### config.mk
export PLATFORM = sky130hd
export DESIGN_NAME = cpu4_top
export DESIGN_NICKNAME = d
export VERILOG_FILES = /design/src/cpu4_pkg.sv /design/src/cpu4_top.sv /design/src/cpu4_execute.sv /design/src/cpu4_decode.sv /design/src/cpu4_fetch.sv /design/src/cpu4_stage_reg.sv
export SDC_FILE = /design/constraint.sdc
export NUM_CORES = 1
export LEC_CHECK = 0
export BUFFER_PORTS_ARGS = -buffer_cell sky130_fd_sc_hd__buf_2
export CORE_UTILIZATION = 59
export DETAILED_ROUTE_END_ITERATION = 6
export GPL_ROUTABILITY_DRIVEN = 0
export GPL_TIMING_DRIVEN = 0
export PLACE_DENSITY = 0.8
export SYNTH_ARGS = -nofsm -noshare
export SYNTH_HDL_FRONTEND = slang
export SYNTH_SLANG_ARGS = --single-unit
export TNS_END_PERCENT = 10
### constraint.sdc
create_clock -name clk -period 2.8 [get_ports clk]
set_input_delay 0.14 -clock clk [delete_from_list [all_inputs] [get_ports clk]]
set_output_delay 0.14 -clock clk [all_outputs]
set_load 0.1 [all_outputs]
### src/cpu4_pkg.sv
package cpu4_pkg;

  localparam int PC_W    = 8;
  localparam int DATA_W  = 4;
  localparam int ADDR_W  = 8;
  localparam int OPC_W   = 4;
  localparam int INSTR_W = OPC_W + ADDR_W;

  ////////////////////////////////////////////////////////////////////////////
  // Encodings
  ////////////////////////////////////////////////////////////////////////////

  // Code 4'hE is not defined and decodes as NOP.
  typedef enum logic [OPC_W-1:0] {
    OP_NOP  = 4'h0,
    OP_LDI  = 4'h1,
    OP_ADDI = 4'h2,
    OP_ADD  = 4'h3,
    OP_AND  = 4'h4,
    OP_XOR  = 4'h5,
    OP_LDX  = 4'h6,
    OP_LDY  = 4'h7,
    OP_ST   = 4'h8,
    OP_LD   = 4'h9,
    OP_JP   = 4'hA,
    OP_JPZ  = 4'hB,
    OP_JPC  = 4'hC,
    OP_INCX = 4'hD,
    OP_HALT = 4'hF
  } opcode_e;

  typedef enum logic [1:0] {
    REG_A = 2'd0,
    REG_B = 2'd1
  } reg_sel_e;

  // Index selector values.
  localparam logic IDX_X = 1'b0;
  localparam logic IDX_Y = 1'b1;

  ////////////////////////////////////////////////////////////////////////////
  // Instruction word
  ////////////////////////////////////////////////////////////////////////////

  // Register form operand.
  typedef struct packed {
    logic [1:0]        rsel;
    logic              idx;
    logic              rsvd;
    logic [DATA_W-1:0] imm;
  } reg_opnd_t;

  typedef union packed {
    reg_opnd_t         r;
    logic [ADDR_W-1:0] imm8;
  } operand_u;

  typedef struct packed {
    logic [OPC_W-1:0] opcode;
    operand_u         operand;
  } instr_t;

  ////////////////////////////////////////////////////////////////////////////
  // Stage packets
  ////////////////////////////////////////////////////////////////////////////

  typedef struct packed {
    instr_t          instr;
    logic [PC_W-1:0] pc;
  } fetch_pkt_t;

  typedef struct packed {
    opcode_e           op;
    reg_sel_e          rsel;
    logic              idx_sel;
    logic [DATA_W-1:0] imm4;
    logic [ADDR_W-1:0] imm8;
    logic [PC_W-1:0]   pc;
  } decode_pkt_t;

endpackage
### src/cpu4_top.sv
`timescale 1ns/1ps

module cpu4_top (
  input  logic                             clk,
  input  logic                             arst_n,
  output logic [cpu4_pkg::PC_W-1:0]        rom_addr,
  input  logic [cpu4_pkg::INSTR_W-1:0]     rom_data,
  output logic [cpu4_pkg::ADDR_W-1:0]      paddr,
  output logic                             psel,
  output logic                             penable,
  output logic                             pwrite,
  output logic [cpu4_pkg::DATA_W-1:0]      pwdata,
  input  logic [cpu4_pkg::DATA_W-1:0]      prdata,
  input  logic                             pready,
  output logic                             halted
);

  logic                      stall;
  logic                      redirect;
  logic [cpu4_pkg::PC_W-1:0] redirect_pc;

  cpu4_pkg::fetch_pkt_t      f_pkt;
  logic                      f_valid;
  cpu4_pkg::fetch_pkt_t      d_in_pkt;
  logic                      d_in_valid;
  cpu4_pkg::decode_pkt_t     d_out_pkt;
  logic                      d_out_valid;
  cpu4_pkg::decode_pkt_t     e_pkt;
  logic                      e_valid;

  cpu4_fetch u_fetch (
    .clk         (clk),
    .arst_n      (arst_n),
    .stall       (stall),
    .redirect    (redirect),
    .redirect_pc (redirect_pc),
    .halted      (halted),
    .rom_addr    (rom_addr),
    .rom_data    (rom_data),
    .pkt         (f_pkt),
    .pkt_valid   (f_valid)
  );

  // Fetch to decode.
  cpu4_stage_reg #(
    .PAYLOAD_T (cpu4_pkg::fetch_pkt_t)
  ) u_fd_reg (
    .clk       (clk),
    .arst_n    (arst_n),
    .hold      (stall),
    .flush     (redirect),
    .in_valid  (f_valid),
    .in_pkt    (f_pkt),
    .out_valid (d_in_valid),
    .out_pkt   (d_in_pkt)
  );

  cpu4_decode u_decode (
    .in_pkt    (d_in_pkt),
    .in_valid  (d_in_valid),
    .out_pkt   (d_out_pkt),
    .out_valid (d_out_valid)
  );

  // Decode to execute.
  cpu4_stage_reg #(
    .PAYLOAD_T (cpu4_pkg::decode_pkt_t)
  ) u_de_reg (
    .clk       (clk),
    .arst_n    (arst_n),
    .hold      (stall),
    .flush     (redirect),
    .in_valid  (d_out_valid),
    .in_pkt    (d_out_pkt),
    .out_valid (e_valid),
    .out_pkt   (e_pkt)
  );

  cpu4_execute u_execute (
    .clk         (clk),
    .arst_n      (arst_n),
    .pkt         (e_pkt),
    .pkt_valid   (e_valid),
    .stall       (stall),
    .redirect    (redirect),
    .redirect_pc (redirect_pc),
    .halted      (halted),
    .paddr       (paddr),
    .psel        (psel),
    .penable     (penable),
    .pwrite      (pwrite),
    .pwdata      (pwdata),
    .prdata      (prdata),
    .pready      (pready)
  );

endmodule

### src/cpu4_execute.sv
`timescale 1ns/1ps

module cpu4_execute (
  input  logic                             clk,
  input  logic                             arst_n,
  input  cpu4_pkg::decode_pkt_t            pkt,
  input  logic                             pkt_valid,
  output logic                             stall,
  output logic                             redirect,
  output logic [cpu4_pkg::PC_W-1:0]        redirect_pc,
  output logic                             halted,
  output logic [cpu4_pkg::ADDR_W-1:0]      paddr,
  output logic                             psel,
  output logic                             penable,
  output logic                             pwrite,
  output logic [cpu4_pkg::DATA_W-1:0]      pwdata,
  input  logic [cpu4_pkg::DATA_W-1:0]      prdata,
  input  logic                             pready
);

  logic [cpu4_pkg::DATA_W-1:0] a;
  logic [cpu4_pkg::DATA_W-1:0] b;
  logic [cpu4_pkg::ADDR_W-1:0] x;
  logic [cpu4_pkg::ADDR_W-1:0] y;
  logic                        carry;
  logic                        zero;
  logic                        access;

  logic                        act;
  logic                        is_mem;
  logic                        mem_req;
  logic                        retire;
  logic [cpu4_pkg::DATA_W-1:0] src;
  logic [cpu4_pkg::DATA_W:0]   sum;
  logic [cpu4_pkg::DATA_W-1:0] res;
  logic                        res_we;
  logic                        carry_we;
  logic                        zero_we;
  logic                        taken;
  cpu4_pkg::reg_sel_e          dst;

  assign act     = pkt_valid && !halted;
  assign is_mem  = (pkt.op == cpu4_pkg::OP_ST) || (pkt.op == cpu4_pkg::OP_LD);
  assign mem_req = act && is_mem;
  assign src     = (pkt.rsel == cpu4_pkg::REG_B) ? b : a;

  // Low again in the cycle the transfer completes.
  assign stall  = mem_req && !(access && pready);
  assign retire = act && !stall;

  ////////////////////////////////////////////////////////////////////////////
  // APB master
  ////////////////////////////////////////////////////////////////////////////

  // Packet is held by the stage register, so address and data stay put.
  assign psel    = mem_req;
  assign penable = access;
  assign pwrite  = mem_req && (pkt.op == cpu4_pkg::OP_ST);
  assign paddr   = (pkt.idx_sel == cpu4_pkg::IDX_Y) ? y : x;
  assign pwdata  = src;

  always_ff @(posedge clk or negedge arst_n) begin
    if (!arst_n) begin
      access <= 1'b0;
    end else begin
      access <= access ? !pready : mem_req;
    end
  end

  ////////////////////////////////////////////////////////////////////////////
  // ALU and branch
  ////////////////////////////////////////////////////////////////////////////

  always_comb begin
    sum      = '0;
    res      = pkt.imm4;
    dst      = pkt.rsel;
    res_we   = 1'b0;
    carry_we = 1'b0;
    zero_we  = 1'b0;
    taken    = 1'b0;
    case (pkt.op)
      cpu4_pkg::OP_LDI: res_we = 1'b1;
      cpu4_pkg::OP_ADDI: begin
        sum      = {1'b0, src} + {1'b0, pkt.imm4};
        res      = sum[cpu4_pkg::DATA_W-1:0];
        res_we   = 1'b1;
        carry_we = 1'b1;
        zero_we  = 1'b1;
      end
      cpu4_pkg::OP_ADD: begin
        sum      = {1'b0, a} + {1'b0, b};
        res      = sum[cpu4_pkg::DATA_W-1:0];
        dst      = cpu4_pkg::REG_A;
        res_we   = 1'b1;
        carry_we = 1'b1;
        zero_we  = 1'b1;
      end
      cpu4_pkg::OP_AND: begin
        res     = a & b;
        dst     = cpu4_pkg::REG_A;
        res_we  = 1'b1;
        zero_we = 1'b1;
      end
      cpu4_pkg::OP_XOR: begin
        res     = a ^ b;
        dst     = cpu4_pkg::REG_A;
        res_we  = 1'b1;
        zero_we = 1'b1;
      end
      cpu4_pkg::OP_LD: begin
        res    = prdata;
        res_we = 1'b1;
      end
      cpu4_pkg::OP_JP:  taken = 1'b1;
      cpu4_pkg::OP_JPZ: taken = zero;
      cpu4_pkg::OP_JPC: taken = carry;
      default: ;
    endcase
  end

  assign redirect    = act && taken;
  assign redirect_pc = pkt.imm8;

  ////////////////////////////////////////////////////////////////////////////
  // Architectural state
  ////////////////////////////////////////////////////////////////////////////

  always_ff @(posedge clk or negedge arst_n) begin
    if (!arst_n) begin
      a      <= '0;
      b      <= '0;
      x      <= '0;
      y      <= '0;
      carry  <= 1'b0;
      zero   <= 1'b0;
      halted <= 1'b0;
    end else if (retire) begin
      if (res_we) begin
        if (dst == cpu4_pkg::REG_B) begin
          b <= res;
        end else begin
          a <= res;
        end
      end
      if (carry_we) begin
        carry <= sum[cpu4_pkg::DATA_W];
      end
      if (zero_we) begin
        zero <= (res == '0);
      end
      case (pkt.op)
        cpu4_pkg::OP_LDX:  x <= pkt.imm8;
        cpu4_pkg::OP_LDY:  y <= pkt.imm8;
        cpu4_pkg::OP_INCX: x <= x + 1'b1;
        cpu4_pkg::OP_HALT: halted <= 1'b1;
        default: ;
      endcase
    end
  end

endmodule

### src/cpu4_decode.sv
`timescale 1ns/1ps

module cpu4_decode (
  input  cpu4_pkg::fetch_pkt_t  in_pkt,
  input  logic                  in_valid,
  output cpu4_pkg::decode_pkt_t out_pkt,
  output logic                  out_valid
);

  cpu4_pkg::instr_t instr;
  cpu4_pkg::opcode_e op;
  cpu4_pkg::reg_sel_e rsel;

  assign instr = in_pkt.instr;

  ////////////////////////////////////////////////////////////////////////////
  // Opcode
  ////////////////////////////////////////////////////////////////////////////

  // Anything not listed becomes NOP.
  always_comb begin
    case (instr.opcode)
      cpu4_pkg::OP_LDI,
      cpu4_pkg::OP_ADDI,
      cpu4_pkg::OP_ADD,
      cpu4_pkg::OP_AND,
      cpu4_pkg::OP_XOR,
      cpu4_pkg::OP_LDX,
      cpu4_pkg::OP_LDY,
      cpu4_pkg::OP_ST,
      cpu4_pkg::OP_LD,
      cpu4_pkg::OP_JP,
      cpu4_pkg::OP_JPZ,
      cpu4_pkg::OP_JPC,
      cpu4_pkg::OP_INCX,
      cpu4_pkg::OP_HALT: op = cpu4_pkg::opcode_e'(instr.opcode);
      default:           op = cpu4_pkg::OP_NOP;
    endcase
  end

  ////////////////////////////////////////////////////////////////////////////
  // Operand fields
  ////////////////////////////////////////////////////////////////////////////

  // Upper selector codes fold onto A.
  always_comb begin
    if (instr.operand.r.rsel == 2'd1) begin
      rsel = cpu4_pkg::REG_B;
    end else begin
      rsel = cpu4_pkg::REG_A;
    end
  end

  always_comb begin
    out_pkt.op      = op;
    out_pkt.rsel    = rsel;
    out_pkt.idx_sel = instr.operand.r.idx;
    out_pkt.imm4    = instr.operand.r.imm;
    out_pkt.imm8    = instr.operand.imm8;
    out_pkt.pc      = in_pkt.pc;
  end

  assign out_valid = in_valid;

endmodule

### src/cpu4_fetch.sv
`timescale 1ns/1ps

module cpu4_fetch (
  input  logic                             clk,
  input  logic                             arst_n,
  input  logic                             stall,
  input  logic                             redirect,
  input  logic [cpu4_pkg::PC_W-1:0]        redirect_pc,
  input  logic                             halted,
  output logic [cpu4_pkg::PC_W-1:0]        rom_addr,
  input  logic [cpu4_pkg::INSTR_W-1:0]     rom_data,
  output cpu4_pkg::fetch_pkt_t             pkt,
  output logic                             pkt_valid
);

  // Next address to request from the ROM.
  logic [cpu4_pkg::PC_W-1:0] pc;
  // Address of the word now on rom_data.
  logic [cpu4_pkg::PC_W-1:0] req_pc;
  logic                      req_valid;

  // While stalled the ROM re-reads the word being held downstream.
  assign rom_addr = stall ? req_pc : pc;

  always_ff @(posedge clk or negedge arst_n) begin
    if (!arst_n) begin
      pc        <= '0;
      req_pc    <= '0;
      req_valid <= 1'b0;
    end else if (redirect) begin
      // Word arriving next cycle is from the wrong path.
      pc        <= redirect_pc;
      req_valid <= 1'b0;
    end else if (!stall) begin
      req_pc    <= pc;
      req_valid <= !halted;
      if (!halted) begin
        pc <= pc + 1'b1;
      end
    end
  end

  assign pkt.instr = rom_data;
  assign pkt.pc    = req_pc;
  assign pkt_valid = req_valid && !halted;

endmodule

### src/cpu4_stage_reg.sv
`timescale 1ns/1ps

module cpu4_stage_reg #(
  parameter type PAYLOAD_T = logic [7:0]
) (
  input  logic     clk,
  input  logic     arst_n,
  input  logic     hold,
  input  logic     flush,
  input  logic     in_valid,
  input  PAYLOAD_T in_pkt,
  output logic     out_valid,
  output PAYLOAD_T out_pkt
);

  // Flush wins over hold.
  always_ff @(posedge clk or negedge arst_n) begin
    if (!arst_n) begin
      out_valid <= 1'b0;
    end else if (flush) begin
      out_valid <= 1'b0;
    end else if (!hold) begin
      out_valid <= in_valid;
    end
  end

  always_ff @(posedge clk) begin
    if (!hold) begin
      out_pkt <= in_pkt;
    end
  end

endmodule

# After elaboration in Yosys (flattened, before gate mapping)
# Index checks and enable logic that the tools add are counted.
[totals] ff_bits=78 in_bits=19 output_inout_bits=24 wordCells=110
[classes] add_sub_neg=4 eq_ne=33 muxes=22 bitwise_logic=3 n_reduce_logical=28
[ops] operator="4-bit equality test (second input constant)" n=14
[ops] operator="8-bit two-way mux" n=5
[ops] operator="4-bit by 3-bit equality test with 1-bit output (second input constant)" n=8
[ops] operator="4-bit one-hot mux with 5 select lines" n=1
[ops] operator="8-bit by 1-bit adder with 8-bit output (second input constant)" n=2
[ops] operator="4-bit by 2-bit equality test with 1-bit output (second input constant)" n=4
[ops] operator="8-bit one-hot mux with 2 select lines" n=1
[ops] operator="14-bit OR reduction" n=1
[ops] operator="2-bit AND reduction" n=6
[ops] operator="1-bit two-way mux" n=11
[ops] operator="4-bit by 4-bit adder with 5-bit output" n=2
[ops] operator="5-bit one-hot mux with 2 select lines" n=1
[ops] operator="4-bit by 1-bit equality test with 1-bit output (second input constant)" n=2
[ops] operator="1-bit logical AND" n=8
[ops] operator="2-bit by 1-bit equality test with 1-bit output (second input constant)" n=3
[ops] operator="3-bit AND reduction" n=2
[ops] operator="6-bit OR reduction" n=1
[ops] operator="4-bit bitwise AND" n=1
[ops] operator="1-bit zero test" n=4
[ops] operator="4-bit zero test" n=1
[ops] operator="4-bit two-way mux" n=1
[ops] operator="2-bit inequality test (second input constant)" n=2
[ops] operator="4-bit OR reduction" n=1
[ops] operator="4-bit XOR" n=1
[ops] operator="other kinds (7)" n=7

# Logic depth before layout (Yosys ltp)
# Gate-level depths: netlist of the first run.
[depth] word_depth=7 mapped_depth=10 mapped_depth_nobuf=8

# By module
# From an unflattened synthesis of the first run, not the netlist that was laid out.
[unflattened] cells_unflattened=405 area_unflattened_um2=4768.3
[modules_own_cells] module="cpu4_execute" n_inst=1 cells_each=227 area_each_um2=2075.7 seq_area_each_um2=700.7
[modules_own_cells] module="cpu4_fetch" n_inst=1 cells_each=92 area_each_um2=970.9 seq_area_each_um2=425.4
[modules_own_cells] module="cpu4_stage_reg (u_de_reg)" n_inst=1 cells_each=31 area_each_um2=853.3 seq_area_each_um2=835.8
[modules_own_cells] module="cpu4_stage_reg (u_fd_reg)" n_inst=1 cells_each=24 area_each_um2=643.1 seq_area_each_um2=625.6
[modules_own_cells] module="cpu4_decode" n_inst=1 cells_each=31 area_each_um2=225.2 seq_area_each_um2=0.0

# Least setup slack after synthesis of the first run
# No wires, ideal clock.
[synth_timing] kind="flip-flop to output port" startpoint="reg u_de_reg.out_pkt[13] (netlist name)" endpoint="out paddr[3] (netlist bit)" t_arrival_ps=2767 t_required_ps=2660 slack_ps=-107 path_stages_with_launch=3 path_buffers=1 path_cell_list="edfxtp_1 -> buf_1 -> o21ai_0"
[synth_lines] element="end, declared" line="cpu4_top.sv:8" text="output logic [cpu4_pkg::ADDR_W-1:0] paddr,"

# Final worst setup path of the first run
[layout_timing] startpoint="reg u_execute.halted" endpoint="out rom_addr[2] (netlist bit)"
[layout_via] elab_chain_len=5
[layout_rtl] element="start, declared" line="cpu4_execute.sv:11" text="output logic halted,"
[layout_rtl] element="start signal, assigned" line="cpu4_execute.sv:137" text="halted <= 1'b0;"
[layout_rtl] element="start signal, assigned" line="cpu4_execute.sv:156" text="cpu4_pkg::OP_HALT: halted <= 1'b1;"
[layout_rtl] element="1-bit zero test" line="cpu4_execute.sv:42" text="assign act = pkt_valid && !halted;"
[layout_rtl] element="1-bit logical AND" line="cpu4_execute.sv:42"
[layout_rtl] element="1-bit logical AND" line="cpu4_execute.sv:44" text="assign mem_req = act && is_mem;"
[layout_rtl] element="1-bit logical AND" line="cpu4_execute.sv:48" text="assign stall = mem_req && !(access && pready);"
[layout_rtl] element="8-bit two-way mux"
[layout_rtl] element="end, declared" line="cpu4_top.sv:6" text="output logic [cpu4_pkg::PC_W-1:0] rom_addr,"
# No other way between the ends.

==> results of run 1 <==
power groups by stage:
stage | Clock [W] | Sequential [W] | Combinational, W
CTS | 0.000900 | 0.00113 | 0.000133
global placement | 0 | 0.00115 | 0.000118
floorplan | 0 | 0.00114 | 0.0000745
detailed placement | 0 | 0.00115 | 0.000121
finish | 0.000893 | 0.00113 | 0.000137
global route | 0.000933 | 0.00113 | 0.000150
cells by family after synthesis:
group                      Yosys count  share of synthesized area [%]
DFF                                 72                           50.0
xor gates and xnor gates             3                          0.683
adders and majority gates           13                           4.61
buffers and inverters               28                           3.44
muxes                               38                           11.6
AOI/OAI and AO/OA                   81                           13.0
and+or+nand+nor                    128                           16.6
Yosys cell counts (3+ instances only):
library cell / n
nor2b_1: 5
o31ai_1: 3
nor2_1: 43
nor3_1: 7
mux2_4: 6
mux2_1: 14
inv_1: 8
clkbuf_1: 5
nand3_1: 18
nand3b_1: 3
buf_2: 10
o21ai_1: 8
dfrtp_1: 47
a31oi_1: 6
edfxtp_1: 25
mux2_2: 16
o21ai_0: 11
nor3b_1: 3
o22ai_1: 4
nand2_1: 26
nand2b_1: 6
a21oi_1: 31
ha_1: 11
and3_1: 5
area by class of cell:
type                    instances  area share [%]
flip-flops and latches         72            42.7
multi-input cells             263            39.8
repair buffers                 55            7.82
clock buffers                  10            2.83
well taps                      77            2.14
plain buffers                  18            2.11
clock inverters                 6            1.86
inverters                       9           0.749
sequential cells by signal, summed over array words and instances (netlist names):
register,flops
u_de_reg.out_pkt,13
u_de_reg.out_valid,1
u_execute.a,4
u_execute.b,4
u_execute.carry,1
u_execute.halted,1
u_execute.penable,1
u_execute.x,8
u_execute.y,8
u_execute.zero,1
u_fd_reg.out_pkt,12
u_fd_reg.out_valid,1
u_fetch.pc,8
u_fetch.req_pc,8
u_fetch.req_valid,1
metrics by stage:
stage | total power (W) | utilization [%] | setup WS, ns | cells | hold slack, ns
2_1_floorplan | 0.00122 | - | -0.0155 | 363 | -0.156
3_3_place_gp | 0.00127 | 65.8 | 0.00261 | 482 | 0.316
3_5_place_dp | 0.00127 | 65.8 | -0.0330 | 482 | 0.318
4_1_cts | 0.00216 | 71.0 | 0.0629 | 509 | 0.0267
5_1_grt | 0.00221 | 71.5 | 0.0200 | 510 | 0.0637
6_report | 0.00216 | 71.5 | 0.145 | 510 | -0.0212
layer usage:
metal  GRT usage, %  wire length [microns]
met1           35.0                   3770
met3           5.90                    619
met5              0                      0
met2           43.4                   4050
met4           15.7                    315
worst paths after layout:
path / start / endpoint / depth (start not counted)
min in group clk: pready / u_execute.penable / 2
hold reg to reg: u_fd_reg.out_pkt[8] / u_de_reg.out_pkt[8] / 0
setup / recovery: u_execute.halted / rom_addr[2] / 8
setup reg to reg: u_de_reg.out_pkt[21] / u_execute.zero / 7
max in group asynchronous: arst_n / u_fetch.req_valid / 1
hold / removal: arst_n / u_execute.a[1] / 1
repair_timing:
item                                    CTS  global route
hold buffers                             12             0
endpoints found under the setup margin    1             7
buffers inserted                          0             1
gates resized for setup                   0             7
endpoints found under the hold margin    12             0
==> out/qor.txt, run 1 <==
Tmin final - 2.66 ns
Die ar. - 6850 sq um
root buf cell - clkbuf_8
unrepaired setup endpoints after global routing - no
Fill cells - 484
clock network power share - 41.3%
type of the most critical hold path - in2async
Fmax - 377 MHz
share of the synthesized area in the top cell type - 30.5%
setup violators final - 0
number of port buffers - 42
most frequent cells in the layout - 47 x dfrtp_1, 46 x buf_2, 43 x nor2_1, 31 x a21oi_1, 26 x nand2_1
Pwr per Cell Area - 479 nW/um^2
final hold violation count - 9
Synth cell types - 54
Clock Skews - 0.0158 ns
sequential area share after synthesis - 50.0%
Rows - 29
nets - 460
first-pass GRT wire length - 13700 microns
Async S/R FF share, synth - 65.3%
vias per cell - 6.05
Syn. warnings - 0
CTS tree - yes
initial antenna violation count - 0
startpoint types - flip-flop
Mapped Avg Cell Area - 10.6 sq um
drt drc - 0
Logic pwr share - 6.4%
# IOs - 43
most common cell after layout, fill and taps aside - dfrtp_1
Bufs on Longest Clock Path - 2
failing checks - hold timing
CTS Sinks - 72
GRT Total Usage - 27.5%
Die Span Y - 82.8 microns
Sw Share - 23.0%
Num CTS Buffers - 9
number of global-route vias before repair - 2950
DR pass1 iterations - 5
Syn Std Cell Area - 3850 sq um
Buf/Inv on CP - 4
Max stage delay on crit path - 0.50 ns
pin count of the biggest net entering global routing - 48
internal power - 0.00166 W
max_cap viols - 0
Reg area - 1930 sq um
DR WL/cell - 17.2 microns
Critical Path RT - 2.66 ns
Crit path arrival time - 2.52 ns
Setup TNS - 0 ns
Sw Pwr - 0.000496 W
Die Width - 82.8 microns
WL final - 8750 microns
ys flop type - dfrtp_1
area leader, netlist - dfrtp_1
Min Hold Slack - -0.0212 ns
Starting Density - 61.0%
crit-path max FO - 34
DR vias - 3085
Area growth syn-to-layout - 17.2%
Post-Synthesis Cells - 363
EDFF count, synth - 25
leak pwr - 2.14 nW
DR iter-0 viols - 302
clock transition at the registers of the reported paths - 0.09 ns
r2r setup slk - 0.16 ns
total gr overflow - 0
Worst path top cell family by delay - buffers and inverters
result of the run - complete, but fails checks
clk_lat worst skew - 0.35 ns
Setup CP Type - reg2out
syn_nets - 395
Tcrit/Tclk final - 94.8%
Seq pwr share - 52.3%
crit-path cells - nor2b_1, buf_2, nand2_2, a21oi_4, inv_2, buf_6, mux2_4, clkbuf_4
n_diodes - 0
layout cells sized above 1 - 23.1%
CP endpoint kind - output port
H-tree depth - 3
slew margin rel. - 28.5%
area of the multi-input gates - 1800 sq um
ranking of synthesized cells by area - dfrtp_1 31%, edfxtp_1 19%, mux2_2 4.7%, nor2_1 4.2%, mux2_1 4.1%
core footprint - 6310 sq um
Synth Register Bits - 72
slowest CP cell - dfrtp_1
Final ANT Viol Nets - 0
post-layout instance area - 4510 sq um
fin. max-slew vios - 0
dpl cell area - 4160 sq um
Peak VDD IR - 0.355 mV
post-DP HPWL - 5640 microns
Tightest Pin Transition - 1.07 ns
Note: power is estimated with default switching activity, not from simulation.
==> run 2, diff against run 1 <==
--- a/config.mk
+++ b/config.mk
@@ -6,11 +6,11 @@
 export NUM_CORES = 1
 export LEC_CHECK = 0
 export BUFFER_PORTS_ARGS = -buffer_cell sky130_fd_sc_hd__buf_2
-export CORE_UTILIZATION = 59
+export CORE_UTILIZATION = 53
 export DETAILED_ROUTE_END_ITERATION = 6
 export GPL_ROUTABILITY_DRIVEN = 0
 export GPL_TIMING_DRIVEN = 0
-export PLACE_DENSITY = 0.8
+export PLACE_DENSITY = 0.76
 export SYNTH_ARGS = -nofsm -noshare
 export SYNTH_HDL_FRONTEND = slang
 export SYNTH_SLANG_ARGS = --single-unit
==> constraint.sdc (replaced) <==
create_clock -name clk -period 2.43 [get_ports clk]
set_input_delay 0.1215 -clock clk [delete_from_list [all_inputs] [get_ports clk]]
set_output_delay 0.1215 -clock clk [all_outputs]
set_load 0.1 [all_outputs]
==> out/qor.txt, run 2 (same netlist as run 1, synthesis figures left out) <==
result of the run - complete, but fails checks (unchanged)
failing checks - setup timing (was hold timing)
Setup CP Type - reg2reg (was reg2out)
clk_lat worst skew - 0.35 ns (about the same)
Max stage delay on crit path - 0.43 ns (was 0.50 ns)
DR WL/cell - 16.1 microns (was 17.2 microns)
final worst slack - -0.000271 ns (was 0.145 ns)
most frequent cells in the layout - 46 x dfrtp_1, 45 x buf_2, 43 x nor2_1, 31 x a21oi_1, 26 x nand2_1 (was 47 x dfrtp_1, 46 x buf_2, 43 x nor2_1, 31 x a21oi_1, 26 x nand2_1)
Pwr per Cell Area - 535 nW/um^2 (was 479 nW/um^2)
leak pwr - 2.18 nW (was 2.14 nW)
Tcrit/Tclk final - 100%
CTS tree - yes (unchanged)
n_diodes - 0 (unchanged)
Pwr Total - 0.00248 W (was 0.00216 W)
unrepaired setup endpoints after global routing - yes (was no)
dpl cell area - 4210 sq um (was 4160 sq um)
drt drc - 0 (unchanged)
CTS Sinks - 72 (unchanged)
Tightest Pin Transition - 1.08 ns (was 1.07 ns)
Final ANT Viol Nets - 0 (unchanged)
# IOs - 43 (unchanged)
nets - 466 (was 460)
crit-path max FO - 7 (was 34)
Die ar. - 7610 sq um (was 6850 sq um)
post-layout instance area - 4640 sq um (was 4510 sq um)
Peak VDD IR - 0.378 mV (was 0.355 mV)
layout cells sized above 1 - 24.8% (was 23.1%)
final hold violation count - 0 (was 9)
Fill cells - 583 (was 484)
initial antenna violation count - 0 (unchanged)
most common cell after layout, fill and taps aside - dfrtp_1 (unchanged)
post-DP HPWL - 5710 microns (was 5640 microns)
first-pass GRT wire length - 13900 microns (was 13700 microns)
DR vias - 3056 (was 3085)
Crit path arrival time - 2.70 ns (was 2.52 ns)
max_cap viols - 0 (unchanged)
startpoint types - flip-flop (unchanged)
type of the most critical hold path - in2reg (was in2async)
core footprint - 6910 sq um (was 6310 sq um)
CP endpoint kind - flip-flop (was output port)
Die Width - 87.2 microns (was 82.8 microns)
Clock Skews - 0.0101 ns (was 0.0158 ns)
vias per cell - 5.71 (was 6.05)
largest register by flop count - u_de_reg.out_pkt (unchanged)
Starting Density - 55.7% (was 61.0%)
number of port buffers - 42 (unchanged)
Core Util, Final - 67.2% (was 71.5%)
DR iter-0 viols - 215 (was 302)
Bufs on Longest Clock Path - 2 (unchanged)
clock transition at the registers of the reported paths - 0.08 ns (was 0.09 ns)
Critical Path RT - 2.70 ns (was 2.66 ns)
Area growth syn-to-layout - 20.5% (was 17.2%)
fin. max-slew vios - 0 (unchanged)
Fmax - 411 MHz
max FFs per register - 13 (unchanged)
Rows - 30 (was 29)
pre-CTS setup slack - -0.0644 ns (was -0.0330 ns)
r2r setup slk - -0.0003 ns (was 0.16 ns)
WL final - 8640 microns (was 8750 microns)
slowest CP cell - fa_2 (was dfrtp_1)
Die Span Y - 87.2 microns (was 82.8 microns)
H-tree depth - 3 (unchanged)
pin count of the biggest net entering global routing - 48 (unchanged)
Tmin final - 2.43 ns
crit-path cells - buf_8, mux2_4, ha_4, fa_2, a32oi_2, o221ai_2, or3_1, o31ai_2 (was nor2b_1, buf_2, nand2_2, a21oi_4, inv_2, buf_6, mux2_4, clkbuf_4)
setup violators final - 1 (was 0)
slew margin rel. - 27.9% (was 28.5%)
Num CTS Buffers - 9 (unchanged)
number of global-route vias before repair - 2905 (was 2950)
biggest regs - u_de_reg.out_pkt (13), u_fd_reg.out_pkt (12) (unchanged)
root buf cell - clkbuf_8 (unchanged)
DR pass1 iterations - 5 (unchanged)
GRT Total Usage - 24.3% (was 27.5%)
total gr overflow - 0 (unchanged)
run 2: where the power goes:
| part | total [W] | internal [W] | switching [W] | leakage, nW |
|---|---|---|---|---|
| sequential | 0.00130 | 0.00128 | 0.0000213 | 0.887 |
| combinational | 0.000168 | 0.0000716 | 0.0000968 | 1.19 |
| clock | 0.00102 | 0.000576 | 0.000439 | 0.104 |
run 2: per-layer routing:
metal	share of wire, %	vias up	global-route usage [%]
met5	0	-	0
met4	2.1	0	11.6
met3	6.4	24	5.21
met2	47	121	39.0
met1	44	1462	31.5
li1	-	1449	-
run 2: worst max-delay path: cells and delay by family (launching register included):
kind	cells	cell delay, ns
buffers and inverters	1	0.16
flip-flops	1	0.41
adder cells (fa/ha/maj)	2	0.61
multiplexers	1	0.32
AND/OR/NAND/NOR	1	0.34
AO/OA/AOI/OAI	3	0.52
run 2: cell type report:
cell class / count / area, sq um / area share (%)
buffer: 19 / 121 / 2.62
clock buffer: 12 / 135 / 2.91
clock inverter: 4 / 70.1 / 1.51
inverter: 9 / 33.8 / 0.728
multi-input combinational: 263 / 1830 / 39.5
sequential: 72 / 1930 / 41.6
tap: 96 / 120 / 2.59
timing repair buffer: 60 / 399 / 8.60
run 2: worst paths after layout:
kind | from | end | cells after the start
min reg2reg | u_fd_reg.out_pkt[10] | u_de_reg.out_pkt[10] | 0
min | prdata[1] | u_execute.a[1] | 6
min in group asynchronous | arst_n | u_execute.b[2] | 2
max | u_de_reg.out_pkt[21] | u_execute.zero | 8
max in group asynchronous | arst_n | u_execute.halted | 2
max reg2reg | u_de_reg.out_pkt[21] | u_execute.zero | 8
run 2: what timing repair did:
item | 4_1_cts | 5_1_grt
gates resized for setup | 12 | 4
hold buffers | 14 | 0
endpoints found under the hold margin | 14 | 0
pin swaps | 0 | 0
buffers inserted | 2 | 2
endpoints found under the setup margin | 11 | 10
cloned | 0 | 0
run 2: metrics by stage:
stage               hold WS, ns  cells  setup TNS, ns
floorplan                -0.174    363          -2.09
detailed placement        0.300    501        -0.0644
CTS                       0.312    533       -0.00653
global placement          0.298    501        -0.0170
global route              0.363    535        -0.0678
finish                    0.314    535      -0.000271
